File: src/hdl/uartTxPkg.sv
// uart transmit bank definitions
`default_nettype none

package uartTxPkg;

	////////////////////////////////////////////////////////////
	// bank geometry and frame format
	////////////////////////////////////////////////////////////

	localparam int numChannels = 4;		// transmit channels in the bank
	localparam int chanIdxLen  = 2;		// log2(numChannels)
	localparam int dataBits    = 8;		// payload bits per frame
	localparam int sbTick      = 16;	// oversampling ticks in one stop bit
	localparam int tickCntLen  = 4;		// counts 16 ticks per bit
	localparam int bitCntLen   = 3;		// counts dataBits data bits

	// per channel byte queue
	localparam int fifoDepth   = 16;
	localparam int fifoAddrLen = 4;
	localparam int fifoCntLen  = 5;		// level 0..16 needs the extra bit

	// baud divisor, one tick every divisor+1 clocks
	localparam int divisorLen = 15;
	localparam logic [divisorLen-1:0] defaultDivisor = 15'd3;	// 4 clocks per tick

	////////////////////////////////////////////////////////////
	// host word, tag in the msb picks the view
	////////////////////////////////////////////////////////////

	typedef struct packed {
		logic                  isConfig;	// 0 for a data word
		logic [4:0]            pad;
		logic [chanIdxLen-1:0] channel;		// target channel
		logic [dataBits-1:0]   payload;		// byte to queue
	} hostData_t;

	typedef struct packed {
		logic                  isConfig;	// 1 for a divisor write
		logic [divisorLen-1:0] divisor;
	} hostConfig_t;

	typedef union packed {
		hostData_t   data;
		hostConfig_t cfg;
	} hostWord_t;

	// one channel's status as seen by the host
	typedef struct packed {
		logic                  overflow;	// pulse in channel, sticky in collector
		logic                  busy;		// fifo holds data or frame in flight
		logic                  empty;
		logic [fifoCntLen-1:0] level;
	} chanStatus_t;

endpackage

`default_nettype wire

File: src/hdl/baudTickGen.sv
// shared oversampling tick
`default_nettype none

module baudTickGen (
	input  logic                             clk,
	input  logic                             reset,
	input  logic                             divLoad,	// config write strobe
	input  logic [uartTxPkg::divisorLen-1:0] divValue,
	output logic                             sTick
);
	import uartTxPkg::*;

	logic [divisorLen-1:0] divReg;	// current divisor
	logic [divisorLen-1:0] cntReg;	// counts down to zero

	always_ff @(posedge clk or posedge reset)
	begin
		if (reset)
		begin
			divReg <= defaultDivisor;
			cntReg <= defaultDivisor;	// keeps sTick low out of reset
		end
		else if (divLoad)
		begin
			divReg <= divValue;
			cntReg <= divValue;		// restart the count with the new rate
		end
		else if (cntReg == '0)
			cntReg <= divReg;		// wrap, reload
		else
			cntReg <= cntReg - 1'b1;
	end

	// one cycle pulse at the wrap
	assign sTick = (cntReg == '0);

	// with a nonzero divisor the tick is always a single cycle
	assert property (@(posedge clk) disable iff (reset)
		(sTick && divReg != '0 && !divLoad) |=> !sTick);

endmodule

`default_nettype wire

File: src/hdl/uartTrans.sv
// serial transmitter fsm
`default_nettype none

module uartTrans (
	input  logic                           clk,
	input  logic                           reset,
	input  logic                           sTick,		// 16x oversampling tick
	input  logic                           txStart,		// level, byte waiting
	input  logic [uartTxPkg::dataBits-1:0] din,
	output logic                           tx,
	output logic                           txDoneTick,	// pops the fifo
	output logic                           txIdle		// fsm sits in idle
);
	import uartTxPkg::*;

	typedef enum logic [1:0] {
		idle  = 2'b00,
		start = 2'b01,
		data  = 2'b10,
		stop  = 2'b11
	} txState_t;

	txState_t               stateReg, stateNext;
	logic [tickCntLen-1:0]  sReg, sNext;	// ticks within a bit
	logic [bitCntLen-1:0]   nReg, nNext;	// data bit index
	logic [dataBits-1:0]    bReg, bNext;	// shift register, lsb goes out first
	logic                   txReg, txNext;	// registered line

	always_ff @(posedge clk or posedge reset)
	begin
		if (reset)
		begin
			stateReg <= idle;
			sReg     <= '0;
			nReg     <= '0;
			txReg    <= 1'b1;	// line idles high
		end
		else
		begin
			stateReg <= stateNext;
			sReg     <= sNext;
			nReg     <= nNext;
			txReg    <= txNext;
		end
	end

	// payload only, loaded on accept
	always_ff @(posedge clk)
	begin
		bReg <= bNext;
	end

	////////////////////////////////////////////////////////////
	// next state
	////////////////////////////////////////////////////////////

	always_comb
	begin
		stateNext  = stateReg;
		sNext      = sReg;
		nNext      = nReg;
		bNext      = bReg;
		txNext     = txReg;
		txDoneTick = 1'b0;

		case (stateReg)
			idle:
			begin
				txNext = 1'b1;
				if (txStart)
				begin
					txDoneTick = 1'b1;	// pop now
					bNext      = din;	// fifo head still valid this cycle
					sNext      = '0;
					stateNext  = start;
				end
			end
			start:
			begin
				txNext = 1'b0;			// start bit
				if (sTick)
				begin
					if (sReg == '1)
					begin
						sNext     = '0;
						nNext     = '0;
						stateNext = data;
					end
					else
						sNext = sReg + 1'b1;
				end
			end
			data:
			begin
				txNext = bReg[0];
				if (sTick)
				begin
					if (sReg == '1)
					begin
						sNext = '0;
						bNext = bReg >> 1;	// next bit to lsb
						if (nReg == bitCntLen'(dataBits - 1))
							stateNext = stop;
						else
							nNext = nReg + 1'b1;
					end
					else
						sNext = sReg + 1'b1;
				end
			end
			stop:
			begin
				txNext = 1'b1;
				if (sTick)
				begin
					if (sReg == tickCntLen'(sbTick - 1))
						stateNext = idle;
					else
						sNext = sReg + 1'b1;
				end
			end
			default:
				stateNext = idle;
		endcase
	end

	assign tx     = txReg;
	assign txIdle = (stateReg == idle);

	// pop only on an accepted start, and the line rests high between frames
	assert property (@(posedge clk) disable iff (reset)
		txDoneTick |-> (txStart && stateReg == idle));
	assert property (@(posedge clk) disable iff (reset)
		(stateReg == idle) |-> tx);

endmodule

`default_nettype wire

File: src/hdl/txChannel.sv
// one transmit channel with byte fifo
`default_nettype none

module txChannel (
	input  logic                           clk,
	input  logic                           reset,
	input  logic                           sTick,
	input  logic                           push,		// host write for this channel
	input  logic [uartTxPkg::dataBits-1:0] pushData,
	output logic                           tx,
	output uartTxPkg::chanStatus_t         chanStatus
);
	import uartTxPkg::*;

	logic [dataBits-1:0]    mem [fifoDepth];	// no reset on storage
	logic [fifoAddrLen-1:0] wrPtr, rdPtr;
	logic [fifoCntLen-1:0]  level;
	logic                   full, empty;
	logic                   pushOk, pop;
	logic                   overflowPulse;
	logic                   txDoneTick, txIdle;

	assign full   = (level == fifoCntLen'(fifoDepth));
	assign empty  = (level == '0);
	assign pushOk = push && !full;	// a full fifo drops the byte
	assign pop    = txDoneTick;		// only fires while not empty

	////////////////////////////////////////////////////////////
	// circular fifo
	////////////////////////////////////////////////////////////

	always_ff @(posedge clk)
	begin
		if (pushOk)
			mem[wrPtr] <= pushData;
	end

	always_ff @(posedge clk or posedge reset)
	begin
		if (reset)
		begin
			wrPtr         <= '0;
			rdPtr         <= '0;
			level         <= '0;
			overflowPulse <= 1'b0;
		end
		else
		begin
			if (pushOk)
				wrPtr <= wrPtr + 1'b1;	// wraps at depth
			if (pop)
				rdPtr <= rdPtr + 1'b1;
			case ({pushOk, pop})
				2'b10:   level <= level + 1'b1;
				2'b01:   level <= level - 1'b1;
				default: level <= level;	// both or neither
			endcase
			overflowPulse <= push && full;	// one cycle per dropped write
		end
	end

	// transmitter pulls straight from the fifo head
	uartTrans u_trans (
		.clk        (clk),
		.reset      (reset),
		.sTick      (sTick),
		.txStart    (!empty),
		.din        (mem[rdPtr]),
		.tx         (tx),
		.txDoneTick (txDoneTick),
		.txIdle     (txIdle)
	);

	assign chanStatus.overflow = overflowPulse;
	assign chanStatus.busy     = !empty || !txIdle;
	assign chanStatus.empty    = empty;
	assign chanStatus.level    = level;

	assert property (@(posedge clk) disable iff (reset)
		level <= fifoCntLen'(fifoDepth));

endmodule

`default_nettype wire

File: src/hdl/hostPort.sv
// host word decoder
`default_nettype none

module hostPort (
	input  logic                                hostWr,		// write strobe
	input  uartTxPkg::hostWord_t                hostWord,
	output logic [uartTxPkg::numChannels-1:0]   push,		// one bit per channel
	output logic [uartTxPkg::dataBits-1:0]      pushData,
	output logic                                divLoad,
	output logic [uartTxPkg::divisorLen-1:0]    divValue
);
	import uartTxPkg::*;

	logic isConfig;	// union tag, same bit in both views

	assign isConfig = hostWord.data.isConfig;

	////////////////////////////////////////////////////////////
	// data view, channel select to push strobe
	////////////////////////////////////////////////////////////

	always_comb
	begin
		push = '0;
		if (hostWr && !isConfig)
			push[hostWord.data.channel] = 1'b1;
	end

	assign pushData = hostWord.data.payload;	// only taken where push is set

	////////////////////////////////////////////////////////////
	// config view, divisor load
	////////////////////////////////////////////////////////////

	assign divLoad  = hostWr && isConfig;
	assign divValue = hostWord.cfg.divisor;

	// no clock here, checked as the decode settles
	always_comb
	begin
		assert ($onehot0(push))
		else
			$error("hostPort push not one hot");
	end

endmodule

`default_nettype wire

File: src/hdl/statusCollector.sv
// channel status collector
`default_nettype none

module statusCollector (
	input  logic                               clk,
	input  logic                               reset,
	input  uartTxPkg::chanStatus_t             chanStatusIn [uartTxPkg::numChannels],
	input  logic [uartTxPkg::chanIdxLen-1:0]   statusSel,
	input  logic                               statusRd,	// clears selected sticky flag
	output uartTxPkg::chanStatus_t             status
);
	import uartTxPkg::*;

	logic [numChannels-1:0] stickyOvf;	// one per channel
	chanStatus_t            selStatus;

	////////////////////////////////////////////////////////////
	// sticky overflow flags
	////////////////////////////////////////////////////////////

	always_ff @(posedge clk or posedge reset)
	begin
		if (reset)
			stickyOvf <= '0;
		else
		begin
			for (int i = 0; i < numChannels; i++)
			begin
				if (chanStatusIn[i].overflow)
					stickyOvf[i] <= 1'b1;	// new drop beats a clear
				else if (statusRd && statusSel == chanIdxLen'(i))
					stickyOvf[i] <= 1'b0;
			end
		end
	end

	// pick the channel, fold in its sticky flag
	always_comb
	begin
		selStatus          = chanStatusIn[statusSel];
		selStatus.overflow = stickyOvf[statusSel] | chanStatusIn[statusSel].overflow;
	end

	always_ff @(posedge clk or posedge reset)
	begin
		if (reset)
			status <= '{overflow: 1'b0, busy: 1'b0, empty: 1'b1, level: '0};
		else
			status <= selStatus;	// one cycle behind statusSel
	end

endmodule

`default_nettype wire

File: src/hdl/uartTxBank.sv
// four channel uart transmit bank
`default_nettype none

module uartTxBank (
	input  logic                               clk,
	input  logic                               reset,
	input  logic                               hostWr,
	input  uartTxPkg::hostWord_t               hostWord,
	input  logic [uartTxPkg::chanIdxLen-1:0]   statusSel,
	input  logic                               statusRd,
	output uartTxPkg::chanStatus_t             status,
	output logic [uartTxPkg::numChannels-1:0]  tx		// one line per channel
);
	import uartTxPkg::*;

	logic [numChannels-1:0] push;
	logic [dataBits-1:0]    pushData;	// shared, push picks the channel
	logic                   divLoad;
	logic [divisorLen-1:0]  divValue;
	logic                   sTick;
	chanStatus_t            chanStatus [numChannels];

	hostPort u_hostPort (
		.hostWr   (hostWr),
		.hostWord (hostWord),
		.push     (push),
		.pushData (pushData),
		.divLoad  (divLoad),
		.divValue (divValue)
	);

	baudTickGen u_baudTickGen (
		.clk      (clk),
		.reset    (reset),
		.divLoad  (divLoad),
		.divValue (divValue),
		.sTick    (sTick)
	);

	////////////////////////////////////////////////////////////
	// channels, all on the shared tick
	////////////////////////////////////////////////////////////

	for (genvar i = 0; i < numChannels; i++)
	begin : g_chan
		txChannel u_chan (
			.clk        (clk),
			.reset      (reset),
			.sTick      (sTick),
			.push       (push[i]),
			.pushData   (pushData),
			.tx         (tx[i]),
			.chanStatus (chanStatus[i])
		);
	end

	statusCollector u_statusCollector (
		.clk          (clk),
		.reset        (reset),
		.chanStatusIn (chanStatus),
		.statusSel    (statusSel),
		.statusRd     (statusRd),
		.status       (status)
	);

endmodule

`default_nettype wire

File: config.mk
export PLATFORM = sky130hd
export DESIGN_NAME = uartTxBank
export DESIGN_NICKNAME = d
export VERILOG_FILES = /design/src/hdl/uartTxPkg.sv /design/src/hdl/baudTickGen.sv /design/src/hdl/uartTrans.sv /design/src/hdl/txChannel.sv /design/src/hdl/hostPort.sv /design/src/hdl/statusCollector.sv /design/src/hdl/uartTxBank.sv
export SDC_FILE = /design/constraint.sdc
export NUM_CORES = 1
export LEC_CHECK = 0
export BUFFER_PORTS_ARGS = -buffer_cell sky130_fd_sc_hd__buf_4
export CORE_ASPECT_RATIO = 0.75
export CORE_MARGIN = 3
export CORE_UTILIZATION = 60
export DETAILED_ROUTE_END_ITERATION = 7
export GPL_TIMING_DRIVEN = 1
export PLACE_DENSITY = 0.74
export SLEW_MARGIN = 10
export SYNTH_ARGS = -nofsm -noshare
export SYNTH_HDL_FRONTEND = slang
export SYNTH_SLANG_ARGS = --single-unit
File: constraint.sdc
create_clock -name clk -period 4.8 [get_ports clk]
set_input_delay 0.72 -clock clk [delete_from_list [all_inputs] [get_ports clk]]
set_output_delay 0.72 -clock clk [all_outputs]
set_load 0.03 [all_outputs]
Word level (Yosys, flattened, before mapping)
Memories as Yosys holds them, arrays and structs flattened. Cells that the tools add are included.

Register bits: 170. Bits in writable memories: 512. Input port bits: 22. Output and inout bits: 12. Word-level logic and storage cells: 384. Memories kept: 4.

$add $sub $neg: 25. Magnitude comparators: 4. Equal/unequal tests: 79. Muxes and demuxes: 142. Bitwise gates (word level): 2. Reduce and logical (&&, ||, !) cells: 82.

Memory list: g_chan[0].u_chan.mem (depth 16, width 8, read ports 1, clocked after memory_dff 0, write ports 1, line txChannel.sv:15) `logic [dataBits-1:0] mem [fifoDepth];`; g_chan[1].u_chan.mem (depth 16, width 8, read ports 1, clocked after memory_dff 0, write ports 1, line txChannel.sv:15); g_chan[2].u_chan.mem (depth 16, width 8, read ports 1, clocked after memory_dff 0, write ports 1, line txChannel.sv:15); g_chan[3].u_chan.mem (depth 16, width 8, read ports 1, clocked after memory_dff 0, write ports 1, line txChannel.sv:15).

Operators by type and width (number): $mux W8 (14); $mux W4 (21); $ne A2 B2 Y1 const B (37); $mux W2 (32); $pmux W8 S2 (4); $mux W3 (20); $add A4 B1 Y4 const B (12); $pmux W4 S3 (4); $pmux W5 S2 (4); $pmux W2 S4 (4); $reduce_and A4 Y1 (8); $reduce_and A8 Y1 (4); $reduce_bool A2 Y1 (16); $mux W15 (2); $eq A2 B2 Y1 const B (14); $mux W1 (26); $pmux W3 S2 (4); $reduce_and A6 Y1 (4); $add A5 B1 Y5 const B (4); $eq A5 B5 Y1 const B (4); $logic_not A5 Y1 (4); $sub A5 B1 Y5 const B (4); $eq A2 B1 Y1 const B (9); $bmux W8 S2 (1); other kinds (19) (78).

Logic depth before layout (Yosys ltp)
Gate-level depths: netlist of the first run.

Depth after elaboration: 8. Gate-level depth with buffers: 15. Mapped depth without buffers: 12.

Modules after synthesis
From an unflattened synthesis of the first run, not the netlist that was laid out.

Cells, all modules: 1793. Area, all modules: 29877.4 um^2.

Modules (own cells, without submodules): txChannel (instances 4, cells an instance 308, area an instance 5884.4 um^2, sequential area each 4194.0 um^2); uartTrans (instances 4, cells an instance 82, area an instance 964.7 um^2, sequential area each 491.7 um^2); baudTickGen (instances 1, cells an instance 170, area an instance 1644.1 um^2, sequential area each 755.7 um^2); statusCollector (instances 1, cells an instance 35, area an instance 613.1 um^2, sequential area each 301.5 um^2); hostPort (instances 1, cells an instance 28, area an instance 224.0 um^2, sequential area each 0.0 um^2).

Worst setup path before layout of the first run
No wires, ideal clock.

Kind: input to register. Start: input hostWord[15] in the netlist's numbering. End: register g_chan[2].u_chan.level[4]. Setup time: 79 ps. Data arrival time: 3125 ps. Required time: 4721 ps. Path slack: 1595 ps. Stages on the path: 14. Path buffers: 2. Path through: nand2b_1 > nor2_1 > and3_1 > clkbuf_1 > inv_1 > ha_1 > clkbuf_1 > xor2_1 > ha_1 > a21boi_0 > o221a_2 > o21a_1 > nor3_1 > xor2_1.

Longest elaborated chain between the ends: 6. Elaborated cells between the ends (all ways): 8. Classes of those cells: eq/ne (2); mux (2); reduce/logical (4).

Ends and longest elaborated chain: from (decl) (line uartTxBank.sv:8) `input uartTxPkg::hostWord_t hostWord,`; $logic_not A1 Y1 * (line hostPort.sv:25) `if (hostWr && !isConfig)`; $logic_and A1 B1 Y1 * (line hostPort.sv:25); $mux W4 * (line hostPort.sv:25); $logic_and A1 B1 Y1 * (line txChannel.sv:25) `assign pushOk = push && !full;`; $eq A2 B1 Y1 or $eq A2 B2 Y1 (tied branches) (line txChannel.sv:53) `case ({pushOk, pop})`; $pmux W5 S2 or $reduce_bool A2 Y1 (tied branches); to (signal assigned) (line txChannel.sv:54) `2'b10: level <= level + 1'b1;`; to (signal assigned) (line txChannel.sv:55) `2'b01: level <= level - 1'b1;`; to (signal assigned) (line txChannel.sv:56) `default: level <= level;`; to (decl) (line txChannel.sv:17) `logic [fifoCntLen-1:0] level;`.

Every way passes the cells marked *; elsewhere a longest branch is shown, timed or not. A chain may end at the register's enable or synchronous reset.

Final worst setup path of the first run
Start: register g_chan[2].u_chan.level[1]. End: register g_chan[2].u_chan.level[4].

Longest elaborated chain between the ends: 5. Elaborated cells between the ends (all ways): 12. Classes of those cells: add/sub (2); eq/ne (3); mux (3); reduce/logical (4).

Ends and longest elaborated chain (line): $logic_not A5 Y1 or $eq A5 B5 Y1 (tied branches) (txChannel.sv:24, txChannel.sv:23); $mux W1 or $logic_not A1 Y1 (tied branches) (uartTrans.sv:70, txChannel.sv:25); $mux W1 or $logic_and A1 B1 Y1 (tied branches) (uartTrans.sv:66, txChannel.sv:25); $eq A2 B1 Y1 or $eq A2 B2 Y1 (tied branches) (txChannel.sv:53); $pmux W5 S2 or $reduce_bool A2 Y1 (tied branches).

Parallel ways exist; a longest one is shown, timed or not.

==> flow_summary.toml, run 1 <==
[sta]
relSlewSlack_pct = 27.28
tightestPinTransition_ns = 1.091
clock.fmax_mhz = 307.6
fin_setup_tns_ns = 0
period_needed_ns = 3.251
report.final.slew_viol_count = 0
finalHoldViolations = 0
fin_crit_sh_pct = 67.73
setup_violations = 0
skew_ns = 0.02065
rsz0062_at_grt = "false"

[clock_network]
htreeDepth = 3
numCtsBuffers = 66
max-clock-path-buffers = 3
postCtsHoldBufs = 0
cts_tree = "done"
clock-sinks = 682
cts_root_buffer = "clkbuf_16"
postCtsSetupBuffers = 0
post_cts_resized = 0
clk_pin_slew_worst_paths_ns = 0.06
clkLatencyLatePin_ns = 0.60

[cells_and_area]
drive_above_1_share_pct = 18.41
fin_nets = 1865
syn2layout_area_growth_pct = 10.08
antennaDiodeCount = 0
fin_util_pct = 67.85
fillCellCount = 3049

[critical_path]
crit_required_ns = 5.32
crit_fanout = 10
cp-start-kind = "flop"
endpoint_kind = "flop"
critical_path_class = "flop to flop"
critical_path_arrival_ns = 3.77

[synth]
synth_edf_count = 544
synth_adder_area_share_pct = 2.830
synth_seq_cells = 682
synthTopCellsByCount = "edfxtp_1, nand2_1, mux4_2"
muxShareOfSynthArea_pct = 12.45
synthFlopType = "edfxtp_1"
synth_cell_types = 72
ys_seq_area_share_pct = 68.91
synthTopCellsByArea = "edfxtp_1, dfrtp_1, mux4_2"
synth_area_um2 = 28740
synth_top_area_share_pct = 56.85
yosysTopAreaCell = "edfxtp_1"
synth_compound_area_share_pct = 4.912
syn_area_per_cell_um2 = 16.43
syn-num-nets = 1836
ys_warn_count = 0
yosys.area_share.xor_xnor_pct = 1.646
syn_inst = 1749
synth_top_family_by_area = "multiplexers"
ys_async_sr_fraction_pct = 20.23
synthSimpleGateAreaFrac_pct = 7.441
yosysMostFrequentCell = "edfxtp_1"

[detailed_routing]
vias_per_cell = 6.252
dr.pass1.iters = 5
route.detailed.drc = 0
ant_nets = 0
num_vias = 15386
detail_route.iter0.violations = 1901
finalWirelength_um = 58160
wl_per_cell_um = 23.63

[die]
ios = 34
die-area_um2 = 50580
fp.dieH_um = 195.5
fp.dieW_um = 258.7
core-area_um2 = 46620
num_rows = 68
initial_core_util_pct = 61.63

[pwr]
power_mw = 18.20
p_leak_nw = 11.03
ir_worst_vdd_mv = 0.3940
powerDensity_nw_per_um2 = 575.3

[global_routing]
grt-ovfl-total = 0
first_global_vias = 15277
grt_usage_pct = 23.80
gr-usage-met1_pct = 38.16
antenna_found_initial = 0
grt.busiest_layer = "met1"
grt_max_degree = 111
grt_util_met2_pct = 33.72
grt_pass1_wl_um = 91130
grt_util_met3_pct = 5.718

[placement]
port_buffers = 33
finalWeightedCongestion = 0.8210
dpl.hpwl_um = 36330

[outcome]
outcome = "completed"

[worst_hold_path]
worst_hold_path_type = "input pin to flop"

[flow_run]
maxCapViolCount = 0
placed cells by master (no fill, tap or decap), types with 6 or more instances in the layout:
cell       Yosys  routed
edfxtp_1     544     544
nand2_1      168     168
mux4_2       139     139
dfrtp_1      129     129
o21ai_0       80      80
clkbuf_16      0      66
nor2_1        65      65
ha_1          65      65
buf_4          5      55
and2_1        36      36
xnor2_1       35      35
a21oi_1       32      32
nand3_1       30      30
mux2i_1       30      30
o221ai_1      30      30
inv_1         27      26
nor3_1        24      24
xor2_1        19      19
nor2b_1       18      18
nand2b_1      17      17
nand4_1       14      14
mux2_2        13      13
clkbuf_1      40      12
clkinv_1       0      11
a21o_1         9       9
o21ai_1        9       9
clkinv_2       0       9
dfstp_2        9       9
and3_1         8       8
nor3b_1        8       8
nor4_1         7       7
or2_2          7       7
a31oi_1        7       7
inv_6          0       7
clkbuf_8       0       7
o311ai_0       6       6
registers in the layout, indices dropped and copies added, names as in the netlist:
signal	cells
u_baudTickGen.cntReg	15
g_chan.u_chan.wrPtr	16
g_chan.u_chan.level	20
g_chan.u_chan.u_trans.bReg	32
g_chan.u_chan.u_trans.nReg	12
u_statusCollector.status	8
g_chan.u_chan.overflowPulse	4
u_baudTickGen.divReg	15
g_chan.u_chan.u_trans.stateReg	8
u_statusCollector.stickyOvf	4
g_chan.u_chan.u_trans.sReg	16
g_chan.u_chan.mem	512
g_chan.u_chan.rdPtr	16
g_chan.u_chan.u_trans.tx	4
cells by family (layout without fill, tap and decap cells):
logic type	count (synthesis)	count (layout)
AOI/OAI and AO/OA	216	216
DFF	682	682
xor gates and xnor gates	54	54
and+or+nand+nor	429	429
muxes	182	182
buffers and inverters	121	203
adders and majority gates	65	65
power by group:
part	internal (mW)	switching, mW
sequential	7.11	0.893
clock	2.88	2.18
combinational	2.43	2.72
final timing paths:
path	startpoint	to	slack (ns)	depth (start not counted)
max	g_chan[2].u_chan.level[1]	g_chan[2].u_chan.level[4]	1.55	11
min	hostWord[10]	u_baudTickGen.divReg[10]	0.33	3
max reg2reg	g_chan[2].u_chan.level[1]	g_chan[2].u_chan.level[4]	1.55	11
min reg2reg	g_chan[1].u_chan.overflowPulse	u_statusCollector.stickyOvf[1]	0.46	1
max in group asynchronous	reset	g_chan[1].u_chan.u_trans.tx	3.40	3
min in group asynchronous	reset	g_chan[2].u_chan.rdPtr[2]	0.34	2
metal layers:
metal,vias to the layer above,share of wire (%)
met3,66,9.0
li1,6876,-
met4,0,1.5
met2,650,44
met5,-,0
met1,7794,45
worst max-delay path: stages, from the launching register on:
cell,delay [ns]
dfrtp_1,0.49
or4_1,0.61
nor2_1,0.19
nor2b_1,0.16
ha_1,0.36
xor2_1,0.20
ha_1,0.23
o21a_1,0.19
o221a_2,0.26
o21a_1,0.17
nor3_1,0.17
xor2_1,0.16
cell type report:
type / instances / area (um2) / share of cell area (%)
sequential: 682 / 19800 / 62.59
multi-input combinational: 946 / 8418 / 26.61
clock buffer: 85 / 1793 / 5.668
tap: 630 / 788.3 / 2.492
timing repair buffer: 55 / 412.9 / 1.305
clock inverter: 36 / 314.1 / 0.9928
inverter: 27 / 106.4 / 0.3362
metrics by stage:
step	setup slack [ns]	cells	instance area, um2	hold WS (ns)
6_report	1.549	2461	31630	0.3350
5_1_grt	1.344	2461	31630	0.3251
3_3_place_gp	1.365	2340	29520	0.4361
2_1_floorplan	0.3987	1749	28740	0.4287
3_5_place_dp	1.262	2340	29520	0.4447
4_1_cts	1.567	2461	31630	0.3011
Note: power is estimated with default switching activity, not from simulation.
==> run 2: changes to the inputs <==
Settings changed: ABC_AREA set to 1, CORE_UTILIZATION 60 to 57.
Clock period 4.8 ns to 2.8 ns, I/O delays scaled along.
==> run 2 against run 1 <==
Compared with the run above:
- combinational power decreased by 4%
- final cell count increased by 51%
- first-iteration DRC count increased by 28%
- total power increased by 43%
- worst hold slack got worse by 0.29 ns
- critical path type unchanged
- largest power group unchanged
==> flow_summary.toml, run 2 <==
[critical_path]
endpoint_kind = "flop"
cp_common_cell = "nand2_1"
critical_path_class = "flop to flop"
crit_required_ns = 3.32
path_cells = "nor2_2, nand3_1, nand2_2, ha_2, xor2_1, ha_1, nor2_1, nor2_1, nand2_1, nand3_1, nand2_1, nand2_1, nand2_1"
r2r-start = "g_chan[3].u_chan.level[1]"
cp_slowest_stage_delay_ns = 0.49
regToRegSetupSlack_ns = 0.18
rr_endpoint = "g_chan[3].u_chan.level[4]"
crit_path_top_delay_cell = "dfrtp_1"
reg2regPathDepth = 13
crit_fanout = 6
critical_path_arrival_ns = 3.14
cp-start-kind = "flop"

[placement]
postPlaceCellArea_um2 = 31570
port_buffers = 33
dpl.hpwl_um = 44530
finalWeightedCongestion = 0.8782

[die]
fp.dieH_um = 205.1
ios = 34
num_rows = 72
initial_core_util_pct = 58.06
fp.dieW_um = 271.5
die-area_um2 = 55680
core-area_um2 = 51890

[synth]
syn_area_per_cell_um2 = 10.53
synth_cell_types = 49
yosysTopAreaCell = "edfxtp_1"
ys_seq_area_share_pct = 65.73
synthTopCellsByArea = "edfxtp_1, nand2_1, dfrtp_1"
syn_inst = 2861
syn-num-nets = 2948
synth_seq_cells = 682
ys_warn_count = 0
synth_area_um2 = 30130
synthTopCellsByCount = "nand2_1, edfxtp_1, nand3_1"
synthFlopType = "edfxtp_1"
ys_async_sr_fraction_pct = 20.23
synth_top_area_share_pct = 54.23
synth_edf_count = 544
yosysMostFrequentCell = "nand2_1"

[clock_network]
htreeDepth = 2
postCtsSetupBuffers = 0
cts_tree = "done"
clkLatencyLatePin_ns = 0.63
max-clock-path-buffers = 3
cts_root_buffer = "clkbuf_16"
numCtsBuffers = 61
clk_pin_slew_worst_paths_ns = 0.07
clock-sinks = 682

[cells_and_area]
multi_input_area_um2 = 9201
antennaDiodeCount = 0
final_common_cell = "nand2_1"
largest_reg_flops = 512
final_cell_mix = "nand2_1, edfxtp_1, nand3_1"
syn2layout_area_growth_pct = 12.12
drive_above_1_share_pct = 10.81
fin_util_pct = 65.09
area.sequential_um2 = 19810
fin_nets = 3041
top_register = "g_chan.u_chan.mem"
reg_top3 = "g_chan.u_chan.mem x512, g_chan.u_chan.u_trans.bReg x32, g_chan.u_chan.level x20"
fillCellCount = 3849
fin_area_um2 = 33780

[sta]
setup_violations = 0
skew_ns = 0.02111
fin_setup_tns_ns = 0
tightestPinTransition_ns = 0.8442
period_needed_ns = 2.618
report.final.slew_viol_count = 0
finalHoldViolations = 0
clock.fmax_mhz = 382.0
rsz0062_at_grt = "false"
relSlewSlack_pct = 43.72
fin_crit_sh_pct = 93.50

[detailed_routing]
wl_per_cell_um = 19.04
ant_nets = 0
route.detailed.drc = 0
detail_route.iter0.violations = 2436
vias_per_cell = 5.669
num_vias = 21033
finalWirelength_um = 70650
dr.pass1.iters = 6

[pwr]
ir_worst_vdd_mv = 0.5782
p_leak_nw = 13.69
powerDensity_nw_per_um2 = 769.3

[global_routing]
grt_usage_pct = 25.59
first_global_vias = 20397
grt_pass1_wl_um = 112200
grt_max_degree = 67
antenna_found_initial = 1
grt-ovfl-total = 0

[flow_run]
maxCapViolCount = 0

[worst_hold_path]
hold_start = "hostWord[12]"
holdPathStages = 3
hold_end = "u_baudTickGen.cntReg[12]"
worst_hold_path_type = "input pin to flop"

[outcome]
outcome = "completed"
run 2: changes by cell type after synthesis, moves of 25 or more:
cell / delta
inv_1: +94
nor2_1: +106
nand2_1: +824
o221ai_1: -25
o21ai_1: +28
mux2i_1: -30
o21ai_0: -28
and2_1: -36
nand3_1: +375
mux4_2: -139
buf_2: +36
run 2: layout make-up:
| type | count | share of cell area (%) |
|---|---|---|
| clock buffers | 86 | 5.253 |
| multi-input cells | 1922 | 27.24 |
| inverters | 140 | 1.567 |
| clock inverters | 30 | 1.041 |
| repair buffers | 147 | 3.660 |
| flip-flops and latches | 682 | 58.63 |
| well taps | 703 | 2.604 |
run 2: what timing repair did:
item,in CTS,in global routing
endpoints found under the hold margin,26,0
endpoints found under the setup margin,0,1
hold buffers,8,0
resized for setup,0,2
run 2: critical path, delay by kind of cell (launching register included):
| family | cells | cell delay [ns] |
|---|---|---|
| flops | 1 | 0.49 |
| xor+xnor | 1 | 0.24 |
| simple gates | 10 | 1.30 |
| fa+ha+maj | 2 | 0.49 |
run 2: logic make-up after synthesis:
kind of cell             Yosys count  share of synthesized area (%)
flip-flops                       682                          65.73
AO/OA/AOI/OAI                    165                          3.227
XOR/XNOR                          47                          1.366
adder cells (fa/ha/maj)           65                          2.700
AND/OR/NAND/NOR                 1645                          23.23
buffers and inverters            257                          3.746
run 2: where the power goes:
| group | switching [mW] | internal, mW |
|---|---|---|
| combinational | 3.39 | 1.57 |
| clock | 3.71 | 5.08 |
| sequential | 0.586 | 11.6 |
| total | 7.69 | 18.3 |
run 2: per-stage QoR:
step | hold WS, ns | std cells | worst slack, ns | total power, mW
after detailed placement | 0.4559 | 3586 | 0.2456 | 17.27
after global routing | 0.04547 | 3710 | 0.008505 | 27.21
after CTS | 0.01049 | 3710 | 0.1835 | 26.07
final | 0.04044 | 3710 | 0.1820 | 25.99
after floorplan | 0.4226 | 2861 | 0.6280 | 15.69
after global placement | 0.4397 | 3586 | 0.3093 | 17.10
run 2: how the worst max path moves through the flow:
stage / from / end / slack, ns
final: g_chan[3].u_chan.level[1] / g_chan[3].u_chan.level[4] / 0.18
after floorplan: hostWord[15] / g_chan[0].u_chan.level[4] / 0.63
after detailed placement: hostWord[15] / g_chan[0].u_chan.level[4] / 0.25
after global routing: g_chan[1].u_chan.u_trans.stateReg[0] / g_chan[1].u_chan.level[4] / 0.009
after CTS: g_chan[3].u_chan.level[1] / g_chan[3].u_chan.level[4] / 0.18
after global placement: hostWord[15] / g_chan[0].u_chan.level[4] / 0.31
run 2: routing by layer:
layer	share of wire (%)	wire [um]	global-route usage (%)
met1	44	30930	37.41
met4	2.5	1798	7.736
met5	0	0	0
met3	8.0	5621	4.110
met2	46	32310	39.96
